$ cat config.mk
export PLATFORM = sky130hd
export DESIGN_NAME = tmu_texcache
export DESIGN_NICKNAME = d
export VERILOG_FILES = /design/src/tmu_addr_pkg.sv /design/src/tmu_ctl_pkg.sv /design/src/tmu_dpram.sv /design/src/tmu_tagmem.sv /design/src/tmu_miss_fetch.sv /design/src/tmu_texcache.sv
export VERILOG_INCLUDE_DIRS = /design/src
export SDC_FILE = /design/constraint.sdc
export NUM_CORES = 1
export LEC_CHECK = 0
export ABC_CLOCK_PERIOD_IN_PS = 19320
export BUFFER_PORTS_ARGS = -buffer_cell sky130_fd_sc_hd__buf_2
export CORE_MARGIN = 8
export CORE_UTILIZATION = 50
export DETAILED_ROUTE_END_ITERATION = 12
export PLACE_DENSITY_LB_ADDON = 0.1
export SKIP_LAST_GASP = 1
export SYNTH_ARGS = -nofsm -noshare
export SYNTH_HDL_FRONTEND = slang
export SYNTH_SLANG_ARGS = --single-unit
$ cat constraint.sdc
create_clock -name sys_clk -period 19.32 [get_ports sys_clk]
set_input_delay 2.898 -clock sys_clk [delete_from_list [all_inputs] [get_ports sys_clk]]
set_output_delay 2.898 -clock sys_clk [all_outputs]
set_load 0.005 [all_outputs]
$ cat src/tmu_consts.svh
// texture cache sizing.
// 16-bit texel addresses, 16 lines of 32 bytes.
`ifndef TMU_CONSTS_SVH
`define TMU_CONSTS_SVH

// texel byte address.
`define TMU_ADDR_W 16
`define TMU_DADR_W (`TMU_ADDR_W - 1)
// log2 of the cache size in bytes.
`define TMU_CACHE_DEPTH 9
`define TMU_LINE_W 5
`define TMU_FRAC_W 6

`endif

$ cat src/tmu_addr_pkg.sv
// texel address layout.
// one word, read flat or as tag, line index and byte offset.
`include "tmu_consts.svh"

package tmu_addr_pkg;

	localparam int TAG_W = `TMU_ADDR_W - `TMU_CACHE_DEPTH; // 7 bits.
	localparam int IDX_W = `TMU_CACHE_DEPTH - `TMU_LINE_W; // 16 lines.

	// tag in the top bits, offset at the bottom.
	typedef union packed {
		logic [`TMU_ADDR_W-1:0] flat;
		struct packed {
			logic [TAG_W-1:0] tag;
			logic [IDX_W-1:0] idx;
			logic [`TMU_LINE_W-1:0] ofs;
		} f;
	} texel_addr_u;

endpackage

$ cat src/tmu_ctl_pkg.sv
// control states of the texel cache front end.
// tag stage and miss fetch stage.

package tmu_ctl_pkg;

	typedef enum logic [1:0] {
		running,
		resolve_miss, // one extra tag rewrite per cycle.
		flushing
	} tag_state_e;

	typedef enum logic [1:0] {
		idle,
		fetching,
		forwarding
	} fetch_state_e;

endpackage

$ cat src/tmu_dpram.sv
`timescale 1ns/1ns
// tag RAM copy.
// registered read with enable, synchronous write.

module tmu_dpram #(
	parameter int depth = 4, // address bits.
	parameter int width = 8
) (
	input  logic             sys_clk,

	input  logic [depth-1:0] ra_i,
	input  logic             re_i,
	output logic [width-1:0] rd_o,

	input  logic [depth-1:0] wa_i,
	input  logic             we_i,
	input  logic [width-1:0] wd_i
);

	logic [width-1:0] mem [0:(1<<depth)-1];

	always_ff @(posedge sys_clk) begin
		if (we_i)
			mem[wa_i] <= wd_i;
		if (re_i) begin
			// a tag written this cycle is seen by the read.
			if (we_i && (wa_i == ra_i))
				rd_o <= wd_i;
			else
				rd_o <= mem[ra_i];
		end
	end

endmodule

$ cat src/tmu_tagmem.sv
`timescale 1ns/1ns
// texel cache tag stage.
// elects one leader per line group, checks four tag copies,
// rewrites the tags of missing lines and walks the lines on a flush.
`include "tmu_consts.svh"

module tmu_tagmem (
	input  logic                       sys_clk,
	input  logic                       sys_rst,

	input  logic                       flush_i,
	output logic                       busy_o,

	input  logic                       pipe_stb_i,
	output logic                       pipe_ack_o,
	input  logic [`TMU_DADR_W-1:0]     dadr_i,
	input  tmu_addr_pkg::texel_addr_u  tadra_i,
	input  tmu_addr_pkg::texel_addr_u  tadrb_i,
	input  tmu_addr_pkg::texel_addr_u  tadrc_i,
	input  tmu_addr_pkg::texel_addr_u  tadrd_i,
	input  logic [`TMU_FRAC_W-1:0]     x_frac_i,
	input  logic [`TMU_FRAC_W-1:0]     y_frac_i,

	output logic                       pipe_stb_o,
	input  logic                       pipe_ack_i,
	output logic [`TMU_DADR_W-1:0]     dadr_o,
	output tmu_addr_pkg::texel_addr_u  tadra_o,
	output tmu_addr_pkg::texel_addr_u  tadrb_o,
	output tmu_addr_pkg::texel_addr_u  tadrc_o,
	output tmu_addr_pkg::texel_addr_u  tadrd_o,
	output logic [`TMU_FRAC_W-1:0]     x_frac_o,
	output logic [`TMU_FRAC_W-1:0]     y_frac_o,
	output logic                       miss_a_o,
	output logic                       miss_b_o,
	output logic                       miss_c_o,
	output logic                       miss_d_o
);

	import tmu_addr_pkg::*;
	import tmu_ctl_pkg::*;

	localparam int WORD_W = TAG_W + 1; // {valid, tag}.

	tag_state_e state, next_state;
	texel_addr_u tadr_in [4];
	texel_addr_u tadr_r [4];
	logic [IDX_W-1:0] ci [4];
	logic [WORD_W-1:0] tag_rd [4];
	logic valid_b, valid_c, valid_d;
	logic [3:0] lead, lead_r, miss, cand, rest, missmask;
	logic multi_miss, req_valid, tag_re, tag_we, mask_we;
	logic [1:0] tag_sel;
	logic [IDX_W-1:0] tag_wa, flush_cnt;
	logic [WORD_W-1:0] tag_wd;

	assign tadr_in[0] = tadra_i;
	assign tadr_in[1] = tadrb_i;
	assign tadr_in[2] = tadrc_i;
	assign tadr_in[3] = tadrd_i;

	// ====================
	// leader election
	// ====================
	assign valid_b = x_frac_i != '0; // b and d only count with a fraction.
	assign valid_c = y_frac_i != '0;
	assign valid_d = valid_b & valid_c;

	// the last valid channel of a group leads it.
	assign lead[0] = ~(valid_b & (ci[0] == ci[1])) & ~(valid_c & (ci[0] == ci[2]))
		& ~(valid_d & (ci[0] == ci[3]));
	assign lead[1] = valid_b & ~(valid_c & (ci[1] == ci[2])) & ~(valid_d & (ci[1] == ci[3]));
	assign lead[2] = valid_c & ~(valid_d & (ci[2] == ci[3]));
	assign lead[3] = valid_d;

	// ====================
	// tag copies and misses
	// ====================
	for (genvar g = 0; g < 4; g++) begin : g_chan
		assign ci[g] = tadr_in[g].f.idx;

		tmu_dpram #(
			.depth(IDX_W),
			.width(WORD_W)
		) u_tag (
			.sys_clk(sys_clk),
			.ra_i(ci[g]),
			.re_i(tag_re),
			.rd_o(tag_rd[g]),
			.wa_i(tag_wa),
			.we_i(tag_we),
			.wd_i(tag_wd)
		);

		assign miss[g] = lead_r[g]
			& (~tag_rd[g][TAG_W] | (tag_rd[g][TAG_W-1:0] != tadr_r[g].f.tag));
	end

	assign multi_miss = (miss & (miss - 4'd1)) != 4'd0;

	// misses still to be written, lowest first.
	assign cand = (state == resolve_miss) ? missmask : miss;
	assign rest = cand & (cand - 4'd1);

	always_comb begin
		tag_sel = 2'd3;
		for (int i = 3; i >= 0; i--) begin
			if (cand[i])
				tag_sel = 2'(i);
		end
	end

	always_comb begin
		if (state == flushing) begin
			tag_wa = flush_cnt;
			tag_wd = '0; // line invalid.
		end else begin
			tag_wa = tadr_r[tag_sel].f.idx;
			tag_wd = {1'b1, tadr_r[tag_sel].f.tag};
		end
	end

	// ====================
	// control
	// ====================
	always_comb begin
		next_state = state;
		tag_re = 1'b0;
		tag_we = 1'b0;
		mask_we = 1'b0;
		pipe_stb_o = 1'b0;
		case (state)
			running: begin
				if (req_valid) begin
					pipe_stb_o = 1'b1;
					if (pipe_ack_i) begin
						tag_we = |miss; // first miss rides along.
						mask_we = 1'b1;
						if (multi_miss)
							next_state = resolve_miss;
						else
							tag_re = 1'b1;
					end
				end else if (flush_i)
					next_state = flushing;
				else
					tag_re = 1'b1;
			end
			resolve_miss: begin
				tag_we = 1'b1;
				mask_we = 1'b1;
				if (rest == 4'd0) begin
					tag_re = 1'b1;
					next_state = running;
				end
			end
			flushing: begin
				tag_we = 1'b1;
				if (flush_cnt == '1)
					next_state = running;
			end
			default: next_state = running;
		endcase
	end

	assign pipe_ack_o = tag_re;
	assign busy_o = (state != running) | req_valid;

	always_ff @(posedge sys_clk) begin
		if (sys_rst) begin
			state <= running;
			req_valid <= 1'b0;
			missmask <= '0;
			flush_cnt <= '0;
		end else begin
			state <= next_state;
			if (tag_re)
				req_valid <= pipe_stb_i;
			if (mask_we)
				missmask <= rest;
			if (state == flushing)
				flush_cnt <= flush_cnt + 1'b1; // wraps back to 0.
		end
	end

	// forward register, loaded with the tag read.
	always_ff @(posedge sys_clk) begin
		if (tag_re) begin
			lead_r <= lead;
			tadr_r <= tadr_in;
			dadr_o <= dadr_i;
			x_frac_o <= x_frac_i;
			y_frac_o <= y_frac_i;
		end
	end

	assign tadra_o = tadr_r[0];
	assign tadrb_o = tadr_r[1];
	assign tadrc_o = tadr_r[2];
	assign tadrd_o = tadr_r[3];
	assign miss_a_o = miss[0];
	assign miss_b_o = miss[1];
	assign miss_c_o = miss[2];
	assign miss_d_o = miss[3];

endmodule

$ cat src/tmu_miss_fetch.sv
`timescale 1ns/1ns
// miss fetch stage.
// issues one line fetch per missing channel, a to d, then offers the fragment.
`include "tmu_consts.svh"

module tmu_miss_fetch (
	input  logic                       sys_clk,
	input  logic                       sys_rst,

	input  logic                       tag_stb_i,
	output logic                       tag_ack_o,
	input  logic [`TMU_DADR_W-1:0]     dadr_i,
	input  tmu_addr_pkg::texel_addr_u  tadra_i,
	input  tmu_addr_pkg::texel_addr_u  tadrb_i,
	input  tmu_addr_pkg::texel_addr_u  tadrc_i,
	input  tmu_addr_pkg::texel_addr_u  tadrd_i,
	input  logic [`TMU_FRAC_W-1:0]     x_frac_i,
	input  logic [`TMU_FRAC_W-1:0]     y_frac_i,
	input  logic                       miss_a_i,
	input  logic                       miss_b_i,
	input  logic                       miss_c_i,
	input  logic                       miss_d_i,

	output logic                       fetch_stb_o,
	output tmu_addr_pkg::texel_addr_u  fetch_adr_o,
	input  logic                       fetch_ack_i,

	output logic                       frag_stb_o,
	output logic [`TMU_DADR_W-1:0]     frag_dadr_o,
	output tmu_addr_pkg::texel_addr_u  frag_tadra_o,
	output tmu_addr_pkg::texel_addr_u  frag_tadrb_o,
	output tmu_addr_pkg::texel_addr_u  frag_tadrc_o,
	output tmu_addr_pkg::texel_addr_u  frag_tadrd_o,
	output logic [`TMU_FRAC_W-1:0]     frag_x_frac_o,
	output logic [`TMU_FRAC_W-1:0]     frag_y_frac_o,
	output logic [3:0]                 frag_miss_o,
	input  logic                       frag_ack_i
);

	import tmu_addr_pkg::*;
	import tmu_ctl_pkg::*;

	fetch_state_e state, next_state;
	logic [3:0] miss_in, pending;
	texel_addr_u line_adr;

	assign miss_in = {miss_d_i, miss_c_i, miss_b_i, miss_a_i};

	assign tag_ack_o = (state == idle) & tag_stb_i; // single cycle, idle only.
	assign fetch_stb_o = state == fetching;
	assign frag_stb_o = state == forwarding;

	// line of the lowest pending channel.
	always_comb begin
		if (pending[0])
			line_adr = frag_tadra_o;
		else if (pending[1])
			line_adr = frag_tadrb_o;
		else if (pending[2])
			line_adr = frag_tadrc_o;
		else
			line_adr = frag_tadrd_o;
		line_adr.f.ofs = '0;
	end

	assign fetch_adr_o = line_adr;

	always_comb begin
		next_state = state;
		case (state)
			idle:
				if (tag_stb_i)
					next_state = (miss_in != 4'd0) ? fetching : forwarding;
			fetching:
				if (fetch_ack_i && ((pending & (pending - 4'd1)) == 4'd0))
					next_state = forwarding; // last line requested.
			forwarding:
				if (frag_ack_i)
					next_state = idle;
			default: next_state = idle;
		endcase
	end

	always_ff @(posedge sys_clk) begin
		if (sys_rst) begin
			state <= idle;
			pending <= '0;
		end else begin
			state <= next_state;
			if (tag_ack_o)
				pending <= miss_in;
			else if (fetch_stb_o && fetch_ack_i)
				pending <= pending & (pending - 4'd1); // drop lowest.
		end
	end

	always_ff @(posedge sys_clk) begin
		if (tag_ack_o) begin
			frag_dadr_o <= dadr_i;
			frag_tadra_o <= tadra_i;
			frag_tadrb_o <= tadrb_i;
			frag_tadrc_o <= tadrc_i;
			frag_tadrd_o <= tadrd_i;
			frag_x_frac_o <= x_frac_i;
			frag_y_frac_o <= y_frac_i;
			frag_miss_o <= miss_in; // kept as it came.
		end
	end

endmodule

$ cat src/tmu_texcache.sv
`timescale 1ns/1ns
// texel cache front end.
// tag stage followed by the miss fetch stage.
`include "tmu_consts.svh"

module tmu_texcache (
	input  logic                       sys_clk,
	input  logic                       sys_rst,

	input  logic                       flush_i,
	output logic                       busy_o,

	input  logic                       pipe_stb_i,
	output logic                       pipe_ack_o,
	input  logic [`TMU_DADR_W-1:0]     dadr_i,
	input  tmu_addr_pkg::texel_addr_u  tadra_i,
	input  tmu_addr_pkg::texel_addr_u  tadrb_i,
	input  tmu_addr_pkg::texel_addr_u  tadrc_i,
	input  tmu_addr_pkg::texel_addr_u  tadrd_i,
	input  logic [`TMU_FRAC_W-1:0]     x_frac_i,
	input  logic [`TMU_FRAC_W-1:0]     y_frac_i,

	output logic                       fetch_stb_o,
	output tmu_addr_pkg::texel_addr_u  fetch_adr_o,
	input  logic                       fetch_ack_i,

	output logic                       frag_stb_o,
	output logic [`TMU_DADR_W-1:0]     frag_dadr_o,
	output tmu_addr_pkg::texel_addr_u  frag_tadra_o,
	output tmu_addr_pkg::texel_addr_u  frag_tadrb_o,
	output tmu_addr_pkg::texel_addr_u  frag_tadrc_o,
	output tmu_addr_pkg::texel_addr_u  frag_tadrd_o,
	output logic [`TMU_FRAC_W-1:0]     frag_x_frac_o,
	output logic [`TMU_FRAC_W-1:0]     frag_y_frac_o,
	output logic [3:0]                 frag_miss_o,
	input  logic                       frag_ack_i
);

	import tmu_addr_pkg::*;

	// tag stage to fetch stage.
	logic tag_stb, tag_ack;
	logic [`TMU_DADR_W-1:0] tag_dadr;
	texel_addr_u tag_tadra, tag_tadrb, tag_tadrc, tag_tadrd;
	logic [`TMU_FRAC_W-1:0] tag_x_frac, tag_y_frac;
	logic tag_miss_a, tag_miss_b, tag_miss_c, tag_miss_d;

	tmu_tagmem u_tagmem (
		.sys_clk(sys_clk),
		.sys_rst(sys_rst),
		.flush_i(flush_i),
		.busy_o(busy_o),
		.pipe_stb_i(pipe_stb_i),
		.pipe_ack_o(pipe_ack_o),
		.dadr_i(dadr_i),
		.tadra_i(tadra_i),
		.tadrb_i(tadrb_i),
		.tadrc_i(tadrc_i),
		.tadrd_i(tadrd_i),
		.x_frac_i(x_frac_i),
		.y_frac_i(y_frac_i),
		.pipe_stb_o(tag_stb),
		.pipe_ack_i(tag_ack),
		.dadr_o(tag_dadr),
		.tadra_o(tag_tadra),
		.tadrb_o(tag_tadrb),
		.tadrc_o(tag_tadrc),
		.tadrd_o(tag_tadrd),
		.x_frac_o(tag_x_frac),
		.y_frac_o(tag_y_frac),
		.miss_a_o(tag_miss_a),
		.miss_b_o(tag_miss_b),
		.miss_c_o(tag_miss_c),
		.miss_d_o(tag_miss_d)
	);

	tmu_miss_fetch u_fetch (
		.sys_clk(sys_clk),
		.sys_rst(sys_rst),
		.tag_stb_i(tag_stb),
		.tag_ack_o(tag_ack),
		.dadr_i(tag_dadr),
		.tadra_i(tag_tadra),
		.tadrb_i(tag_tadrb),
		.tadrc_i(tag_tadrc),
		.tadrd_i(tag_tadrd),
		.x_frac_i(tag_x_frac),
		.y_frac_i(tag_y_frac),
		.miss_a_i(tag_miss_a),
		.miss_b_i(tag_miss_b),
		.miss_c_i(tag_miss_c),
		.miss_d_i(tag_miss_d),
		.fetch_stb_o(fetch_stb_o),
		.fetch_adr_o(fetch_adr_o),
		.fetch_ack_i(fetch_ack_i),
		.frag_stb_o(frag_stb_o),
		.frag_dadr_o(frag_dadr_o),
		.frag_tadra_o(frag_tadra_o),
		.frag_tadrb_o(frag_tadrb_o),
		.frag_tadrc_o(frag_tadrc_o),
		.frag_tadrd_o(frag_tadrd_o),
		.frag_x_frac_o(frag_x_frac_o),
		.frag_y_frac_o(frag_y_frac_o),
		.frag_miss_o(frag_miss_o),
		.frag_ack_i(frag_ack_i)
	);

endmodule

# After elaboration in Yosys (flattened, before gate mapping)
# Memories as Yosys holds them, arrays and structs flattened. A register that Yosys moved wholly into a read port is not among the register bits.
# Cells that the tools add are included.
# word_totals
reg_bits	207
ramBits	512
out_inout_bits	115
elab_cells	148
mem_count	4
# memory_table
name	words	width	rd	rd_clocked_by_memory_dff	write_ports	line	text
u_tagmem.g_chan[0].u_tag.mem	16	8	1	1	1	tmu_dpram.sv:20	logic [width-1:0] mem [0:(1<<depth)-1];
u_tagmem.g_chan[1].u_tag.mem	16	8	1	1	1	tmu_dpram.sv:20	
u_tagmem.g_chan[2].u_tag.mem	16	8	1	1	1	tmu_dpram.sv:20	
u_tagmem.g_chan[3].u_tag.mem	16	8	1	1	1	tmu_dpram.sv:20	
# classes
n_addsub	4
order_cmp	1
n_eq_ne	23
muxes	42
bitwise	36
reduce_logical	16
# ops
operator	n
$mux 16	5
$bmux 16 s2	1
$ne 7x7->1	4
$eq 4x4->1	6
$mux 2	12
$and 1x1->1	17
$mux 4	4
$mux 1	14
$and 4x4->4	3
$pmux 2 s3	2
$reduce_bool 6->1	2
$sub 4x1->4 const B	3
$not 1->1	10
$logic_not 4->1	2
$mux 8	1
$reduce_bool 4->1	2
$ne 2x2->1 const B	3
$ne 3x2->1 const B	2
$pmux 1 s2	3
$or 1x1->1	5
$reduce_and 5->1	1
$add 4x1->4 const B	1
$eq 2x1->1 const B	2
$eq 2x2->1 const B	2
other kinds (11)	15

# Longest topological paths before layout
# depth
ltp_word	12
mapped_depth	12
mapped_depth_nobuf	11

# By module
# From an unflattened synthesis, not the netlist that was laid out.
# unflattened
hier_cells	1468
area_unflattened_um2	30068.8
# modules_own_cells
mod	instances	cells_each	area_each_um2	seq_area_each_um2
tmu_dpram	4	242	5480.3	4083.9
tmu_tagmem	1	311	4546.9	3052.9
tmu_miss_fetch	1	189	3601.0	2972.9

# Least setup slack after synthesis
# Ideal clock, no wire load.
# synth_timing
path_type	register to output
startpoint	reg u_tagmem.state[0]
endpoint	out pipe_ack_o
arrival_ps	7209
path_slack_ps	9213
stages_incl_launch_ff	8
path_buffers	1
path_cell_list	dfxtp_1 -> inv_1 -> ha_1 -> nand2_1 -> or3_1 -> inv_1 -> clkbuf_1 -> a221o_1
# synth_lines
element	line	text
from (decl)	tmu_tagmem.sv:44	tag_state_e state, next_state;
from (signal assigned)	tmu_tagmem.sv:170	state <= running;
from (signal assigned)	tmu_tagmem.sv:175	state <= next_state;
$logic_not 2->1	tmu_tagmem.sv:131	case (state)
$mux 1	tmu_tagmem.sv:131	
$and 1x1->1	tmu_miss_fetch.sv:49	assign tag_ack_o = (state == idle) & tag_stb_i;
net tag_ack	tmu_texcache.sv:42	logic tag_stb, tag_ack;
$mux 1	tmu_tagmem.sv:135	if (pipe_ack_i) begin
$mux 1	tmu_tagmem.sv:133	if (req_valid) begin
$pmux 1 s2	tmu_tagmem.sv:131	
to (decl)	tmu_texcache.sv:14	output logic pipe_ack_o,
# The timed path passes the listed nets, and every way through them passes these cells.

# Worst setup path after layout
# layout_timing
startpoint	in flush_i
endpoint	out pipe_ack_o
# layout_between
elab_chain_len	3
# layout_lines
element	line	text
from (decl)	tmu_texcache.sv:10	input logic flush_i,
$mux 1	tmu_tagmem.sv:143	end else if (flush_i)
$mux 1	tmu_tagmem.sv:133	
$pmux 1 s2	tmu_tagmem.sv:131	
# Every way passes these cells.

==> out/metrics.yaml <==
pwr:
  p_int_mw: 1.81
  p_total_mw: 2.59
  worst_ir_drop_vdd_uv: 101
  p_per_area_mw_per_mm2: 125
  p_comb_share_pct: 23.1
  sw_frac_of_total_pct: 29.9
  p_clk_share_pct: 31.7
  p_leak_nw: 6.91
  seq_power_share_pct: 45.2
  p_switching_uw: 773
sta:
  rsz0062_at_grt: "no"
  setup_tns_ns: 0
  fin_worst_skew_ns: 0.0127
  fin_crit_ns: 6.54
  fin_crit_sh_pct: 33.8
  worst_slew_pin_slew_ns: 1.17
  slew_headroom_pct: 21.2
  fmax_ghz: 0.153
  finalHoldViolCount: 0
  post-route-worst-setup-slack_ns: 12.78
  drv_slew: 0
  setup-violations-final: 0
floorplanning:
  dieArea_mm2: 0.0413
  core-area_mm2: 0.0345
  die_h_um: 203
  io_pins: 212
  die-width_um: 203
  num_rows: 68
  start_util_pct: 50.7
placement:
  place_area_mm2: 0.0192
  dp_slack_ns: 12.77
  hpwl_um: 30900
  place_congestion: 0.788
  io_buffers: 206
worst_setup_path:
  path_common_cell: "buf_2"
  critPathCaptureType: "output pin"
  critPathMaxFanout: 8
  crit_start: "flush_i"
  slowest_delay_ns: 0.43
  cp_slowest_cell: "a221o_4"
  cp_num_cells: 4
  crit_end: "pipe_ack_o"
  worstRegToRegCells: 9
  regToRegSetupSlack_ns: 14.25
  start_kind: "input pin"
  required_ns: 16.42
  r2r_end: "u_tagmem.g_chan[2].u_tag.mem[5][1]"
  path_class: "in -> out"
  rr_startpoint: "u_tagmem.tadrb_o[11]"
  worst-path-buf-inv: 2
  worstPathCellList: "buf_2 > nor2_1 > a221o_4 > buf_2"
  cp_top_family: "compound AO/OA/AOI/OAI gates"
  arrival_ns: 3.64
global_route:
  grt_use_total_pct: 22.4
  met2_usage_pct: 36.0
  grt_max_degree: 83
  top_usage_layer: "met2"
  grt_pass1_wl_um: 69400
  gr-usage-met1_pct: 29.8
  grtUsageMet3_pct: 5.54
  grt_pass1_vias: 10504
  grt_overflow: 0
  antenna_found_initial: 4
layout:
  area_growth_pct: 17.7
  final_core_util_pct: 59.7
  final_cell_mix: "edfxtp_1 (350), buf_2 (206), mux4_2 (160)"
  final_area_mm2: 0.0206
  fin_nets: 1290
  final_common_cell: "edfxtp_1"
  drive_above_1_share_pct: 42.0
yosys:
  ys_async_sr_fraction_pct: 0
  syn_avg_cell_area_um2: 17.7
  seq_area_frac_synth_pct: 61.8
  yosys_warnings: 0
  synth-main-ff-cell: "edfxtp_1"
  syn_area_mm2: 0.0175
  synth-edff-count: 350
  synth_seq_cells: 366
  synth_cells: 990
  ys_types: 60
clocking:
  root_buffer: "clkbuf_16"
  clk_latency_ns: 0.55
  htree_levels: 2
  path_clk_slew_ns: 0.06
  clkSinkCount: 366
  holdBufCountCts: 0
  cts_made_buffers: 41
  clock_path_buffers: 3
  cts_resized: 0
  postCtsSetupBuffers: 0
  tritoncts: "built"
flow_run:
  maxCapViolCount: 0
run_status:
  status: "finished, final reports clean"
detailed_routing:
  via_per_inst: 6.12
  ant_nets: 0
  drt-initial-drc-count: 767
  first_pass_iters: 5
  avgRoutedWirePerCell_um: 27.9
  drc: 0
  wl_um: 46800
  num_vias: 10260
worst_hold_path:
  hold_depth: 0
  min_from: "u_tagmem.y_frac_o[5]"
  holdCritPathClass: "reg -> reg"
[power by group through the flow]
stage | Sequential [mW] | Combinational [mW] | Clock (mW)
floorplan | 1.17 | 0.371 | 0
global placement | 1.18 | 0.595 | 0
detailed placement | 1.18 | 0.602 | 0
CTS | 1.17 | 0.604 | 0.835
global route | 1.18 | 0.645 | 0.865
finish | 1.17 | 0.598 | 0.821
[cell type report]
type | count | area (um^2)
Clock inverter | 23 | 339
Clock buffer | 52 | 1110
Multi-Input combinational cell | 544 | 6580
Timing Repair Buffer | 224 | 1170
Tap cell | 455 | 569
Antenna cell | 1 | 2.50
Sequential cell | 366 | 10800
Fill cell | 2612 | 13900
Inverter | 11 | 43.8
[worst reg2reg max path: stages (launching register included)]
cell and delay (ns):
edfxtp_1 0.43, xor2_1 0.19, nor4_1 0.64, a21oi_2 0.26, o221ai_2 0.90, a221oi_1 0.22
a31oi_2 0.49, inv_1 0.14, or2_2 0.41, nor4b_4 1.00
[cells by family (layout without fill, tap and decap cells)]
kind of cell,Yosys count,after routing,share of synthesized area [%]
flops,366,366,61.8
mux,210,210,23.7
simple gates,148,148,4.53
compound gates,107,107,4.23
buf+inv,84,310,1.93
xor+xnor,67,67,3.35
fa+ha+maj,7,7,0.471
other cells,1,6,0.0214
[state kept, by name, indices dropped and copies added (netlist names), 6 cells and up]
name and flops:
u_tagmem.dadr_o 15, u_tagmem.g_chan.u_tag.rd_o 32, u_fetch.frag_tadrb_o 16, u_tagmem.y_frac_o 6, u_tagmem.tadrc_o 16, u_fetch.frag_y_frac_o 6
u_fetch.frag_tadrc_o 16, u_tagmem.tadrd_o 16, u_tagmem.tadrb_o 16, u_fetch.frag_dadr_o 15, u_fetch.frag_x_frac_o 6, u_fetch.frag_tadrd_o 16
u_tagmem.x_frac_o 6, u_tagmem.g_chan.u_tag.mem 128, u_fetch.frag_tadra_o 16, u_tagmem.tadra_o 16
[routing by layer]
layer | part of all wire [%] | vias up | routed length, um
li1 | - | 4479 | -
met1 | 41 | 5220 | 19200
met2 | 48 | 469 | 22400
met3 | 8.5 | 86 | 3970
met4 | 2.6 | 6 | 1220
met5 | 0.088 | - | 41
[worst min path at each step]
stage / to / slack (ns)
global route: u_fetch.frag_y_frac_o[4] / 0.42
CTS: u_fetch.frag_y_frac_o[5] / 0.41
floorplan: u_fetch.frag_dadr_o[0] / 0.40
global placement: u_fetch.frag_dadr_o[13] / 0.40
finish: u_fetch.frag_y_frac_o[5] / 0.41
detailed placement: u_fetch.frag_dadr_o[3] / 0.40
[Yosys cell counts, types with 4 or more instances]
cell / instances / area share (%)
edfxtp_1: 350 / 60
mux4_2: 160 / 21
clkbuf_1: 50 / 1.1
xnor2_1: 41 / 2.0
nand2_1: 39 / 0.84
nor2_1: 38 / 0.81
mux2_2: 33 / 2.1
o21ai_0: 33 / 0.94
xor2_1: 26 / 1.3
a21oi_1: 23 / 0.66
buf_1: 16 / 0.34
dfxtp_1: 16 / 1.8
mux2i_1: 13 / 0.74
nor4_1: 12 / 0.43
and2_1: 11 / 0.39
nand4_1: 11 / 0.39
inv_1: 10 / 0.21
nand3_1: 7 / 0.20
o221ai_1: 7 / 0.35
o22ai_1: 7 / 0.25
buf_4: 6 / 0.26
nor2b_1: 6 / 0.21
ha_1: 5 / 0.36
mux2_1: 4 / 0.26
nand2b_1: 4 / 0.14
nor3_1: 4 / 0.11
nor4_4: 4 / 0.49
nor4b_1: 4 / 0.20
[through the flow]
step / instances / hold slack, ns
floorplan: 994 / 0.400
global placement: 1600 / 0.400
detailed placement: 1600 / 0.405
CTS: 1675 / 0.414
global route: 1675 / 0.419
finish: 1676 / 0.413
Power figures use the tool's default switching activity.
